<file path="src/logic/qeci_link_pkg.sv">
/* Shared types for the link self-test harness.
   The lane header field is plain 2-bit so that invalid values can be carried. */

package qeci_link_pkg;

   // Link state as reported by the PHY
   typedef enum logic [3:0] {
      RESET    = 4'd0,
      TRAINING = 4'd2,
      LINK_UP  = 4'd4
   } link_status_e;

   typedef enum logic [3:0] {
      NONE   = 4'd0,
      HEADER = 4'd1
   } link_ecode_e;

   // 00 and 11 are invalid on the line
   typedef enum logic [1:0] {
      DATA_HDR = 2'b01,
      CTRL_HDR = 2'b10
   } sync_hdr_e;

   typedef struct packed {
      logic [7:0]  ctrl_type;
      logic [55:0] reserved;
   } ctrl_word_t;

   localparam logic [7:0] CTRL_ALIGN = 8'h78;
   localparam logic [7:0] CTRL_IDLE  = 8'h1e;

   // Same 64 bits, read as data or as control depending on the header
   typedef union packed {
      logic [63:0] data;
      ctrl_word_t  ctrl;
   } lane_payload_u;

   typedef struct packed {
      logic [1:0]    hdr;
      lane_payload_u payload;
   } lane_word_t;

   // Host register map
   typedef enum logic [2:0] {
      CONTROL   = 3'd0,
      START_LO  = 3'd1,
      START_HI  = 3'd2,
      LINK_STAT = 3'd3,
      ERR_COUNT = 3'd4,
      WORDS_LO  = 3'd5
   } reg_addr_e;

endpackage
</file>
<file path="src/logic/test_cfg_if.sv">
/* Configuration and result bundle between the register block,
   the pattern generator, the checker and the lane model. */

interface test_cfg_if;

   logic        gen_enable;
   logic [63:0] start_value;
   logic        inject_data;
   logic        inject_header;
   logic [31:0] error_count;
   logic [31:0] words_checked;
   logic        error_flag;

   modport regs (
      output gen_enable, start_value, inject_data, inject_header,
      input  error_count, words_checked, error_flag
   );

   modport gen (
      input gen_enable, start_value
   );

   modport chk (
      input  start_value,
      output error_count, words_checked, error_flag
   );

   // Fault pulses, one cycle each
   modport lane (
      input inject_data, inject_header
   );

endinterface

</file>
<file path="src/logic/qeci_link_test_top.sv">
/* Link self-test harness top level. Single clock domain on FCLK.
   led[0] shows link up, led[1] shows no lane error. */

module qeci_link_test_top #(
   parameter int RESET_CYCLES = 16,
   parameter int ALIGN_WORDS  = 8,
   parameter int LANE_LATENCY = 4
) (
   input  logic        FCLK,
   input  logic        ARSTn,
   input  logic        reg_req,
   input  logic        reg_we,
   input  logic [2:0]  reg_addr,
   input  logic [31:0] reg_wdata,
   output logic        reg_ack,
   output logic [31:0] reg_rdata,
   output logic [1:0]  led
);

   logic                        link_rst_n;
   logic                        soft_reset;
   logic [63:0]                 tx_data;
   logic                        tx_valid;
   logic                        tx_ready;
   logic [63:0]                 rx_data;
   logic                        rx_valid;
   qeci_link_pkg::link_status_e status;
   qeci_link_pkg::link_ecode_e  ecode;

   test_cfg_if cfg ();

   link_reset_seq #(
      .RESET_CYCLES(RESET_CYCLES)
   ) i_reset_seq (
      .FCLK      (FCLK),
      .ARSTn     (ARSTn),
      .soft_reset(soft_reset),
      .link_rst_n(link_rst_n)
   );

   test_ctrl_regs i_regs (
      .FCLK      (FCLK),
      .ARSTn     (ARSTn),
      .reg_req   (reg_req),
      .reg_we    (reg_we),
      .reg_addr  (reg_addr),
      .reg_wdata (reg_wdata),
      .reg_ack   (reg_ack),
      .reg_rdata (reg_rdata),
      .cfg       (cfg.regs),
      .status    (status),
      .ecode     (ecode),
      .soft_reset(soft_reset)
   );

   pattern_gen i_gen (
      .FCLK      (FCLK),
      .link_rst_n(link_rst_n),
      .cfg       (cfg.gen),
      .tx_data   (tx_data),
      .tx_valid  (tx_valid),
      .tx_ready  (tx_ready)
   );

   lane_model #(
      .ALIGN_WORDS (ALIGN_WORDS),
      .LANE_LATENCY(LANE_LATENCY)
   ) i_lane (
      .FCLK      (FCLK),
      .link_rst_n(link_rst_n),
      .cfg       (cfg.lane),
      .tx_data   (tx_data),
      .tx_valid  (tx_valid),
      .tx_ready  (tx_ready),
      .rx_data   (rx_data),
      .rx_valid  (rx_valid),
      .status    (status),
      .ecode     (ecode)
   );

   pattern_check i_check (
      .FCLK      (FCLK),
      .link_rst_n(link_rst_n),
      .cfg       (cfg.chk),
      .rx_data   (rx_data),
      .rx_valid  (rx_valid)
   );

   // Board LEDs
   assign led[0] = (status == qeci_link_pkg::LINK_UP);
   assign led[1] = (ecode == qeci_link_pkg::NONE);

endmodule

</file>
<file path="src/logic/test_ctrl_regs.sv">
/* Host register block on a four-phase req/ack port.
   Reset by ARSTn only, so configuration survives a soft reset.
   CONTROL bits 1 to 3 are one-cycle pulses and read back as 0. */

module test_ctrl_regs (
   input  logic                       FCLK,
   input  logic                       ARSTn,
   input  logic                       reg_req,
   input  logic                       reg_we,
   input  logic [2:0]                 reg_addr,
   input  logic [31:0]                reg_wdata,
   output logic                       reg_ack,
   output logic [31:0]                reg_rdata,
   test_cfg_if.regs                   cfg,
   input  qeci_link_pkg::link_status_e status,
   input  qeci_link_pkg::link_ecode_e  ecode,
   output logic                       soft_reset
);

   logic        access;
   logic [31:0] rd_mux;

   // One access per handshake, on the cycle before ack rises
   assign access = reg_req && !reg_ack;

   always_comb begin
      case (qeci_link_pkg::reg_addr_e'(reg_addr))
         qeci_link_pkg::CONTROL:   rd_mux = {31'd0, cfg.gen_enable};
         qeci_link_pkg::START_LO:  rd_mux = cfg.start_value[31:0];
         qeci_link_pkg::START_HI:  rd_mux = cfg.start_value[63:32];
         qeci_link_pkg::LINK_STAT: rd_mux = {23'd0, cfg.error_flag, ecode, status};
         qeci_link_pkg::ERR_COUNT: rd_mux = cfg.error_count;
         qeci_link_pkg::WORDS_LO:  rd_mux = cfg.words_checked;
         default:                  rd_mux = 32'd0;
      endcase
   end

   always_ff @(posedge FCLK or negedge ARSTn) begin
      if (!ARSTn) begin
         reg_ack           <= 1'b0;
         reg_rdata         <= '0;
         cfg.gen_enable    <= 1'b0;
         cfg.start_value   <= '0;
         cfg.inject_data   <= 1'b0;
         cfg.inject_header <= 1'b0;
         soft_reset        <= 1'b0;
      end else begin
         // Ack tracks req with one cycle of delay in both directions
         reg_ack           <= reg_req;
         cfg.inject_data   <= 1'b0;
         cfg.inject_header <= 1'b0;
         soft_reset        <= 1'b0;
         if (access && reg_we) begin
            case (qeci_link_pkg::reg_addr_e'(reg_addr))
               qeci_link_pkg::CONTROL: begin
                  cfg.gen_enable    <= reg_wdata[0];
                  soft_reset        <= reg_wdata[1];
                  cfg.inject_data   <= reg_wdata[2];
                  cfg.inject_header <= reg_wdata[3];
               end
               qeci_link_pkg::START_LO: begin
                  cfg.start_value[31:0] <= reg_wdata;
               end
               qeci_link_pkg::START_HI: begin
                  cfg.start_value[63:32] <= reg_wdata;
               end
               // Status and counters are read-only
               default: begin
                  cfg.gen_enable <= cfg.gen_enable;
               end
            endcase
         end else if (access) begin
            reg_rdata <= rd_mux;
         end
      end
   end

endmodule

</file>
<file path="src/logic/lane_model.sv">
/* Behavioral stand-in for the transceiver lane: sync-header framing,
   ALIGN training and a fixed LANE_LATENCY delay (1 or more), all on FCLK.
   Injected faults apply to the next transferred data word. */

module lane_model #(
   parameter int ALIGN_WORDS  = 8,
   parameter int LANE_LATENCY = 4
) (
   input  logic                       FCLK,
   input  logic                       link_rst_n,
   test_cfg_if.lane                   cfg,
   input  logic [63:0]                tx_data,
   input  logic                       tx_valid,
   output logic                       tx_ready,
   output logic [63:0]                rx_data,
   output logic                       rx_valid,
   output qeci_link_pkg::link_status_e status,
   output qeci_link_pkg::link_ecode_e  ecode
);

   localparam int ACW = $clog2(ALIGN_WORDS + 1);

   qeci_link_pkg::lane_word_t tx_word;
   qeci_link_pkg::lane_word_t pipe [LANE_LATENCY];
   qeci_link_pkg::lane_word_t rx_word;
   logic [LANE_LATENCY-1:0]   live;
   logic                      rx_live;
   logic                      tx_xfer;
   logic                      hdr_pend;
   logic                      data_pend;
   logic                      hdr_fault;
   logic                      data_fault;
   logic                      rx_align;
   logic                      rx_bad_hdr;
   logic [ACW-1:0]            align_cnt;

   assign tx_ready   = (status == qeci_link_pkg::LINK_UP);
   assign tx_xfer    = tx_valid && tx_ready;
   assign hdr_fault  = hdr_pend || cfg.inject_header;
   assign data_fault = data_pend || cfg.inject_data;

   // A pulse arms the fault until the next data word goes out
   always_ff @(posedge FCLK or negedge link_rst_n) begin
      if (!link_rst_n) begin
         hdr_pend  <= 1'b0;
         data_pend <= 1'b0;
      end else begin
         hdr_pend  <= hdr_fault && !tx_xfer;
         data_pend <= data_fault && !tx_xfer;
      end
   end

   // Framing sends ALIGN until link up and then data or IDLE
   always_comb begin
      tx_word.hdr                    = qeci_link_pkg::CTRL_HDR;
      tx_word.payload.ctrl.ctrl_type = tx_ready ? qeci_link_pkg::CTRL_IDLE
                                                : qeci_link_pkg::CTRL_ALIGN;
      tx_word.payload.ctrl.reserved  = '0;
      if (tx_xfer) begin
         // Header 11 is never a legal sync header
         tx_word.hdr          = hdr_fault ? 2'b11 : qeci_link_pkg::DATA_HDR;
         tx_word.payload.data = {tx_data[63:1], tx_data[0] ^ data_fault};
      end
   end

   // Lane delay line
   always_ff @(posedge FCLK) begin
      pipe[0] <= tx_word;
      for (int i = 1; i < LANE_LATENCY; i++) begin
         pipe[i] <= pipe[i-1];
      end
   end

   // Marks which stages hold words sent since reset release
   always_ff @(posedge FCLK or negedge link_rst_n) begin
      if (!link_rst_n) begin
         live <= '0;
      end else begin
         live <= LANE_LATENCY'({live, 1'b1});
      end
   end

   assign rx_word = pipe[LANE_LATENCY-1];
   assign rx_live = live[LANE_LATENCY-1];

   // Receiver reads the payload as data or control by its header
   assign rx_align   = (rx_word.hdr == qeci_link_pkg::CTRL_HDR) &&
                       (rx_word.payload.ctrl.ctrl_type == qeci_link_pkg::CTRL_ALIGN);
   assign rx_bad_hdr = (rx_word.hdr != qeci_link_pkg::DATA_HDR) &&
                       (rx_word.hdr != qeci_link_pkg::CTRL_HDR);
   assign rx_valid   = rx_live && tx_ready && (rx_word.hdr == qeci_link_pkg::DATA_HDR);
   assign rx_data    = rx_word.payload.data;

   // Training and error code
   always_ff @(posedge FCLK or negedge link_rst_n) begin
      if (!link_rst_n) begin
         status    <= qeci_link_pkg::RESET;
         ecode     <= qeci_link_pkg::NONE;
         align_cnt <= '0;
      end else begin
         case (status)
            qeci_link_pkg::RESET: begin
               status <= qeci_link_pkg::TRAINING;
            end
            qeci_link_pkg::TRAINING: begin
               if (rx_live) begin
                  if (rx_align) begin
                     // ALIGN_WORDS in a row brings the link up
                     if (align_cnt == ACW'(ALIGN_WORDS - 1)) begin
                        status <= qeci_link_pkg::LINK_UP;
                     end
                     align_cnt <= align_cnt + 1'b1;
                  end else begin
                     align_cnt <= '0;
                  end
               end
            end
            default: begin
               status <= status;
            end
         endcase
         // Sticky until the next link reset
         if (rx_live && rx_bad_hdr) begin
            ecode <= qeci_link_pkg::HEADER;
         end
      end
   end

endmodule

</file>
<file path="src/logic/pattern_check.sv">
/* Receive-side checker. The reference never resyncs, so one lost word
   makes every later word a mismatch. */

module pattern_check (
   input  logic        FCLK,
   input  logic        link_rst_n,
   test_cfg_if.chk     cfg,
   input  logic [63:0] rx_data,
   input  logic        rx_valid
);

   logic [63:0] ref_q;
   logic        mismatch;

   assign mismatch = rx_valid && (rx_data != ref_q);

   // Reference count loaded with the same start value as the generator
   always_ff @(posedge FCLK) begin
      if (!link_rst_n) begin
         ref_q <= cfg.start_value;
      end else if (rx_valid) begin
         ref_q <= ref_q + 64'd1;
      end
   end

   // Results update one cycle after the word
   always_ff @(posedge FCLK or negedge link_rst_n) begin
      if (!link_rst_n) begin
         cfg.error_count   <= '0;
         cfg.words_checked <= '0;
         cfg.error_flag    <= 1'b0;
      end else begin
         if (rx_valid) begin
            cfg.words_checked <= cfg.words_checked + 32'd1;
         end
         if (mismatch) begin
            cfg.error_count <= cfg.error_count + 32'd1;
            cfg.error_flag  <= 1'b1;
         end
      end
   end

endmodule

</file>
<file path="src/logic/pattern_gen.sv">
/* Incrementing 64-bit pattern source with valid/ready.
   The start value is loaded while the link is in reset. */

module pattern_gen (
   input  logic        FCLK,
   input  logic        link_rst_n,
   test_cfg_if.gen     cfg,
   output logic [63:0] tx_data,
   output logic        tx_valid,
   input  logic        tx_ready
);

   logic        tx_xfer;
   logic [63:0] word_q;

   assign tx_xfer = tx_valid && tx_ready;
   assign tx_data = word_q;

   // Valid follows the enable; it only drops when the enable does
   always_ff @(posedge FCLK or negedge link_rst_n) begin
      if (!link_rst_n) begin
         tx_valid <= 1'b0;
      end else begin
         tx_valid <= cfg.gen_enable;
      end
   end

   // Word holds under back-pressure and steps on each transfer
   always_ff @(posedge FCLK) begin
      if (!link_rst_n) begin
         word_q <= cfg.start_value;
      end else if (tx_xfer) begin
         word_q <= word_q + 64'd1;
      end
   end

endmodule

</file>
<file path="src/logic/link_reset_seq.sv">
/* Counted link reset, released synchronously to FCLK.
   RESET_CYCLES must be 2 or more. A soft reset takes effect one edge after its pulse. */

module link_reset_seq #(
   parameter int RESET_CYCLES = 16
) (
   input  logic FCLK,
   input  logic ARSTn,
   input  logic soft_reset,
   output logic link_rst_n
);

   localparam int CW = $clog2(RESET_CYCLES);

   logic [1:0]    sync_q;
   logic [CW-1:0] hold_cnt;

   // Two-flop synchronizer on the combined request
   always_ff @(posedge FCLK or negedge ARSTn) begin
      if (!ARSTn) begin
         sync_q <= 2'b00;
      end else if (soft_reset) begin
         sync_q <= 2'b00;
      end else begin
         sync_q <= {sync_q[0], 1'b1};
      end
   end

   // Hold the link in reset for RESET_CYCLES after the request clears
   always_ff @(posedge FCLK or negedge ARSTn) begin
      if (!ARSTn) begin
         hold_cnt   <= '0;
         link_rst_n <= 1'b0;
      end else if (!sync_q[1]) begin
         hold_cnt   <= '0;
         link_rst_n <= 1'b0;
      end else if (hold_cnt == CW'(RESET_CYCLES - 1)) begin
         link_rst_n <= 1'b1;
      end else begin
         hold_cnt <= hold_cnt + 1'b1;
      end
   end

endmodule

</file>
<file path="config.mk">
export PLATFORM = sky130hd
export DESIGN_NAME = qeci_link_test_top
export DESIGN_NICKNAME = d
export VERILOG_FILES = /design/src/logic/qeci_link_pkg.sv /design/src/logic/test_cfg_if.sv /design/src/logic/qeci_link_test_top.sv /design/src/logic/test_ctrl_regs.sv /design/src/logic/lane_model.sv /design/src/logic/pattern_check.sv /design/src/logic/pattern_gen.sv /design/src/logic/link_reset_seq.sv
export SDC_FILE = /design/constraint.sdc
export NUM_CORES = 1
export LEC_CHECK = 0
export BUFFER_PORTS_ARGS = -buffer_cell sky130_fd_sc_hd__buf_2
export CORE_AREA = 3 3 236 192
export CTS_CLUSTER_DIAMETER = 40
export CTS_CLUSTER_SIZE = 28
export DETAILED_ROUTE_END_ITERATION = 6
export DIE_AREA = 0 0 239 195
export GPL_TIMING_DRIVEN = 0
export PLACE_DENSITY = 0.78
export SYNTH_ARGS = -nofsm -noshare
export SYNTH_HDL_FRONTEND = slang
export SYNTH_HIERARCHICAL = 1
export SYNTH_SLANG_ARGS = --single-unit
</file>
<file path="constraint.sdc">
create_clock -name FCLK -period 3.3 [get_ports FCLK]
set_clock_uncertainty 0.15 [all_clocks]
set_input_delay 0.33 -clock FCLK [delete_from_list [all_inputs] [get_ports FCLK]]
set_output_delay 0.33 -clock FCLK [all_outputs]
set_load 0.01 [all_outputs]
</file>
; Yosys cells after proc, flatten, opt, wreduce, memory -nomap -nowiden
; Memories as Yosys holds them, arrays and structs flattened.
; Index checks and enable logic that the tools add are counted.
[totals]
wordCells = 103
in_bits = 39
reg_bits = 317
out_inout_bits = 35
ram_bits = 264
memories = 1
[memory_table]
columns = memory, words, word_bits, rd, rd_ports_with_merged_regs, write_ports, line_no
row1 = i_lane.pipe, 4, 66, 4, 0, 4, lane_model.sv:24  ; qeci_link_pkg::lane_word_t pipe [LANE_LATENCY];
[classes]
n_bitwise = 2
eq_ne = 22
n_reduce_logical = 25
addsub = 6
mux = 24
[op_table]
columns = op, count
row1 = $mux W64, 4
row2 = $pmux W32 S6, 1
row3 = $add A64 B1 Y64 const B, 2
row4 = $mux W66, 1
row5 = $add A32 B1 Y32 const B, 2
row6 = $ne A64 B64 Y1, 1
row7 = $mux W4, 6
row8 = $ne A2 B1 Y1 const B, 6
row9 = $logic_and A1 B1 Y1, 11
row10 = $reduce_and A2 Y1, 5
row11 = $add A4 B1 Y4 const B, 2
row12 = $eq A4 B3 Y1 const B, 2
row13 = $eq A8 B7 Y1 const B, 1
row14 = $logic_not A4 Y1, 2
row15 = $mux W1, 8
row16 = $pmux W4 S2, 1
row17 = $mux W7, 1
row18 = $eq A3 B2 Y1 const B, 2
row19 = $eq A3 B3 Y1 const B, 2
row20 = $ne A2 B2 Y1 const B, 3
row21 = $eq A4 B2 Y1 const B, 1
row22 = $eq A4 B4 Y1 const B, 1
row23 = $mux W2, 2
row24 = $reduce_and A4 Y1, 1
row25 = other kinds (9), 11

; Longest topological paths before layout
; An unclocked memory read counts as a cell.
[depth]
depth_word = 6
depth_mapped = 10

; Modules after synthesis
; The synthesis kept the hierarchy.
[modules_own_cells]
columns = module, cells_each, instances, area_each_um2
row1 = pattern_check, 756, 1, 7543.5
row2 = lane_model, 470, 1, 6877.8
row3 = test_ctrl_regs, 393, 1, 4892.2
row4 = pattern_gen, 408, 1, 3895.0
row5 = link_reset_seq, 25, 1, 299.0
row6 = qeci_link_test_top, 2, 1, 27.5

; Worst setup path after synthesis
; OpenSTA, ideal clock, no wires.
[synth_path]
kind = register -> register
startpoint = register i_reset_seq.link_rst_n
endpoint = register i_gen.word_q[0] (netlist: i_gen/tx_data[0]) (enable)
required_ps = 2462
stages_incl_launch_ff = 5
path_slack_ps = -1641
setup_time_ps = 688
arrival_ps = 4103
cell_sequence = dfrtp_1 -> clkbuf_1 -> clkbuf_1 -> clkbuf_1 -> nand2_1
[synth_between]
elab_chain_len = 1
[synth_rtl]
columns = element, line_no
row1 = from (decl), link_reset_seq.sv:10  ; output logic link_rst_n
row2 = from (signal assigned), link_reset_seq.sv:33  ; link_rst_n <= 1'b0;
row3 = from (signal assigned), link_reset_seq.sv:36  ; link_rst_n <= 1'b0;
row4 = from (signal assigned), link_reset_seq.sv:38  ; link_rst_n <= 1'b1;
row5 = $ne A2 B1 Y1 (no line), n/a
row6 = to (signal assigned), pattern_gen.sv:31  ; word_q <= cfg.start_value;
row7 = to (signal assigned), pattern_gen.sv:33  ; word_q <= word_q + 64'd1;
row8 = to (decl), pattern_gen.sv:14  ; logic [63:0] word_q;
; Every way passes these cells.
; A chain may end at the register's enable or synchronous reset.

; Final worst setup path
[layout_path]
startpoint = register i_reset_seq.link_rst_n
endpoint = register i_gen.word_q[18] (netlist: i_gen/tx_data[18]) (enable)
; The elaborated chain is that of the path after synthesis.

==> run summary <==
Placed insts: 2690
Gpl congestion: 0.986
Fin crit period: 3.22 ns
Pin count of the biggest net entering global routing: 73
Initial antenna violation count: 2
Setup crit end kind: flop
Met2 wire len: 28100 µm
Violated checks: DRC
Area of the die: 46600 µm²
# IOs: 74
WL met3: 7580 µm
CTS root buf: clkbuf_16
Most frequent cell after synthesis: dfxtp_1
CP arrival: 3.28 ns
Clock Path Buffers: 3
WS Path Type: flop to flop
TritonCTS clock tree: built
Per-cell routed wire length: 23.5 µm
Fillers: 3306
Area growth syn-to-layout: 15.2%
Pwr/cell area: 804 nW/µm²
R2R cell count: 4
1st-pass router iterations: 7
Pre-CTS WS: -1.17 ns
H-tree depth: 2
Sequential area share after synthesis: 0.587
YS warnings: 6
Post-Place Cell Area: 24700 µm²
Post-DR vias/cell: 6.08
Final wirelength: 66600 µm
Slew headroom: 0.274
LEAKAGE: 11.4 nW
# DRC: 1
First-pass GRT wire length: 99700 µm
Crit-path max FO: 64
Worst Setup Start Kind: flop
Worst R2R Setup Slack: 0.08 ns
Sink Count: 579
Avg Cell Area, Syn: 11.5 µm²
DR iter-0 viols: 2027
Mapped cell area: 23500 µm²
Distinct cell type count after synthesis: 78
Required time of the critical path: 3.36 ns
GR Util All Layers: 0.283
DIE WIDTH: 239 µm
Final nets: 2274
Share of cells above drive strength 1: 0.179
Max layer used: met5
Total power: 0.0218 W
M1 WL: 28100 µm
Synth top area cells: dfxtp_1 22%, dfrtp_1 20%, edfxtp_1 16%
Worst min path class: input pin to flop
Clock transition at path regs: 0.08 ns
Vias: 17.2k
Unrepaired setup endpoints after global routing: no
Clk_lat worst skew: 0.61 ns
Fin crit share: 0.977
Die Y: 195 µm
Initial core utilization: 0.547
Area leader, netlist: dfxtp_1
Yosys reg bits: 579
Status: finished with violations
Core area: 43100 µm²
Grt ovf: 0
F_max: 0.310 GHz
Max IR drop VDD: 0.500 mV
Total CTS buffers: 54
Final hold vios: 0
Post-route cell area: 27100 µm²
Post-synth top area share: 0.225
Setup Viol. Count Final: 0
Vias in the first global route: 16.2k
FP Rows: 68
Worst-Margin Slew: 1.08 ns
Mapped Cells: 2054
Asr flop ratio synth: 0.323
Finished Layout Cells: 2834
Final worst slack: 0.0770 ns
Post-synth EDFFs: 128
Worst Hold Depth: 4
HPWL Detailed: 47700 µm
Port Buffer Count: 71
Top cells by count, synth: 264 x dfxtp_1, 187 x dfrtp_1, 182 x nor2_1
Max-slew violations: 0
Main synth FF type: dfxtp_1
# Max-Cap Violations: 0
ANT nets after route: 0
## worst max-delay path: stages, from the launching register on
cell	delay [ns]
dfrtp_4	0.70
clkbuf_2	0.42
clkbuf_1	0.59
clkbuf_2	0.47
nand2_8	0.41
## report_power, final
| part | internal [W] | switching, W |
|---|---|---|
| clock network | 0.00350 | 0.00319 |
| logic | 0.00173 | 0.00300 |
| registers | 0.00882 | 0.00157 |
| total | 0.0140 | 0.00776 |
## area by class of cell
cell class | instances | area [µm²] | share of cell area
plain buffers | 164 | 975 | 0.0359
inverters | 37 | 139 | 0.00512
multi-input cells | 1279 | 8700 | 0.321
well taps | 560 | 701 | 0.0258
diodes | 1 | 2.50 | 0.0000923
flip-flops and latches | 579 | 13800 | 0.509
clock inverters | 42 | 531 | 0.0196
clock buffers | 60 | 1450 | 0.0534
repair buffers | 112 | 803 | 0.0296
## sequential cells by signal (all words and copies together), names as in the netlist, 32 cells and up
signal,cells
i_lane/pipe,264
i_check/ref_q,64
i_gen/tx_data,64
i_regs/cfg.start_value,64
i_check/cfg.error_count,32
i_check/cfg.words_checked,32
i_regs/reg_rdata,32
## what timing repair did
item,4_1_cts,5_1_grt
endpoints found under the hold margin,105,0
endpoints found under the setup margin,238,25
pin swaps,0,1
cloned,1,0
hold buffers,34,0
gates resized for setup,6,7
setup buffers,2,4
## worst paths after layout
path	from	endpoint
setup / recovery	i_reset_seq/link_rst_n$_DFFE_PN0P_	i_gen/tx_data[18]$_DFFE_PP_
hold / removal	reg_addr[2]	i_regs/reg_rdata[0]$_DFFE_PN0P_
setup reg to reg	i_reset_seq/link_rst_n$_DFFE_PN0P_	i_gen/tx_data[18]$_DFFE_PP_
hold reg to reg	i_reset_seq/link_rst_n$_DFFE_PN0P_	i_check/cfg.error_count[27]$_DFFE_PN0P_
max in group asynchronous	ARSTn	i_reset_seq/link_rst_n$_DFFE_PN0P_
min in group asynchronous	ARSTn	i_regs/reg_rdata[19]$_DFFE_PN0P_
## layout by cell type, fill, tap and decap left out, drive strengths merged, types with 66 or more instances in the layout
cell and count:
nor2 183, xnor2 81, nand4 69, buf 181, dfrtp 187, nand3 66, nand2 94, mux2 78
a21oi 147, dfxtp 264, clkbuf 121, edfxtp 128, xor2 146, and3 78
## logic make-up after synthesis
logic type               Yosys count  share of synthesized area
other                              2                   0.000319
multiplexers                     106                     0.0545
flip-flops                       579                      0.587
AO/OA/AOI/OAI                    265                     0.0671
XOR/XNOR                         227                     0.0845
buffers and inverters            201                     0.0471
adder cells (fa/ha/maj)            8                    0.00425
AND/OR/NAND/NOR                  666                      0.156
## per-layer routing
metal / up-vias / GRT usage
met2: 996 / 0.404
met4: 2 / 0.113
met1: 8496 / 0.415
li1: 7588 / -
met3: 156 / 0.0676
met5: - / 0
## stage by stage
| step | util | setup TNS, ns | hold WS, ns |
|---|---|---|---|
| after floorplan | - | 0 | -0.116 |
| after global placement | 0.572 | -183.53 | 0.160 |
| after detailed placement | 0.573 | -119.67 | 0.162 |
| after CTS | 0.629 | 0 | 0.0549 |
| after global routing | 0.630 | 0 | 0.119 |
| final | 0.630 | 0 | 0.0758 |
Power figures use the tool's default switching activity.
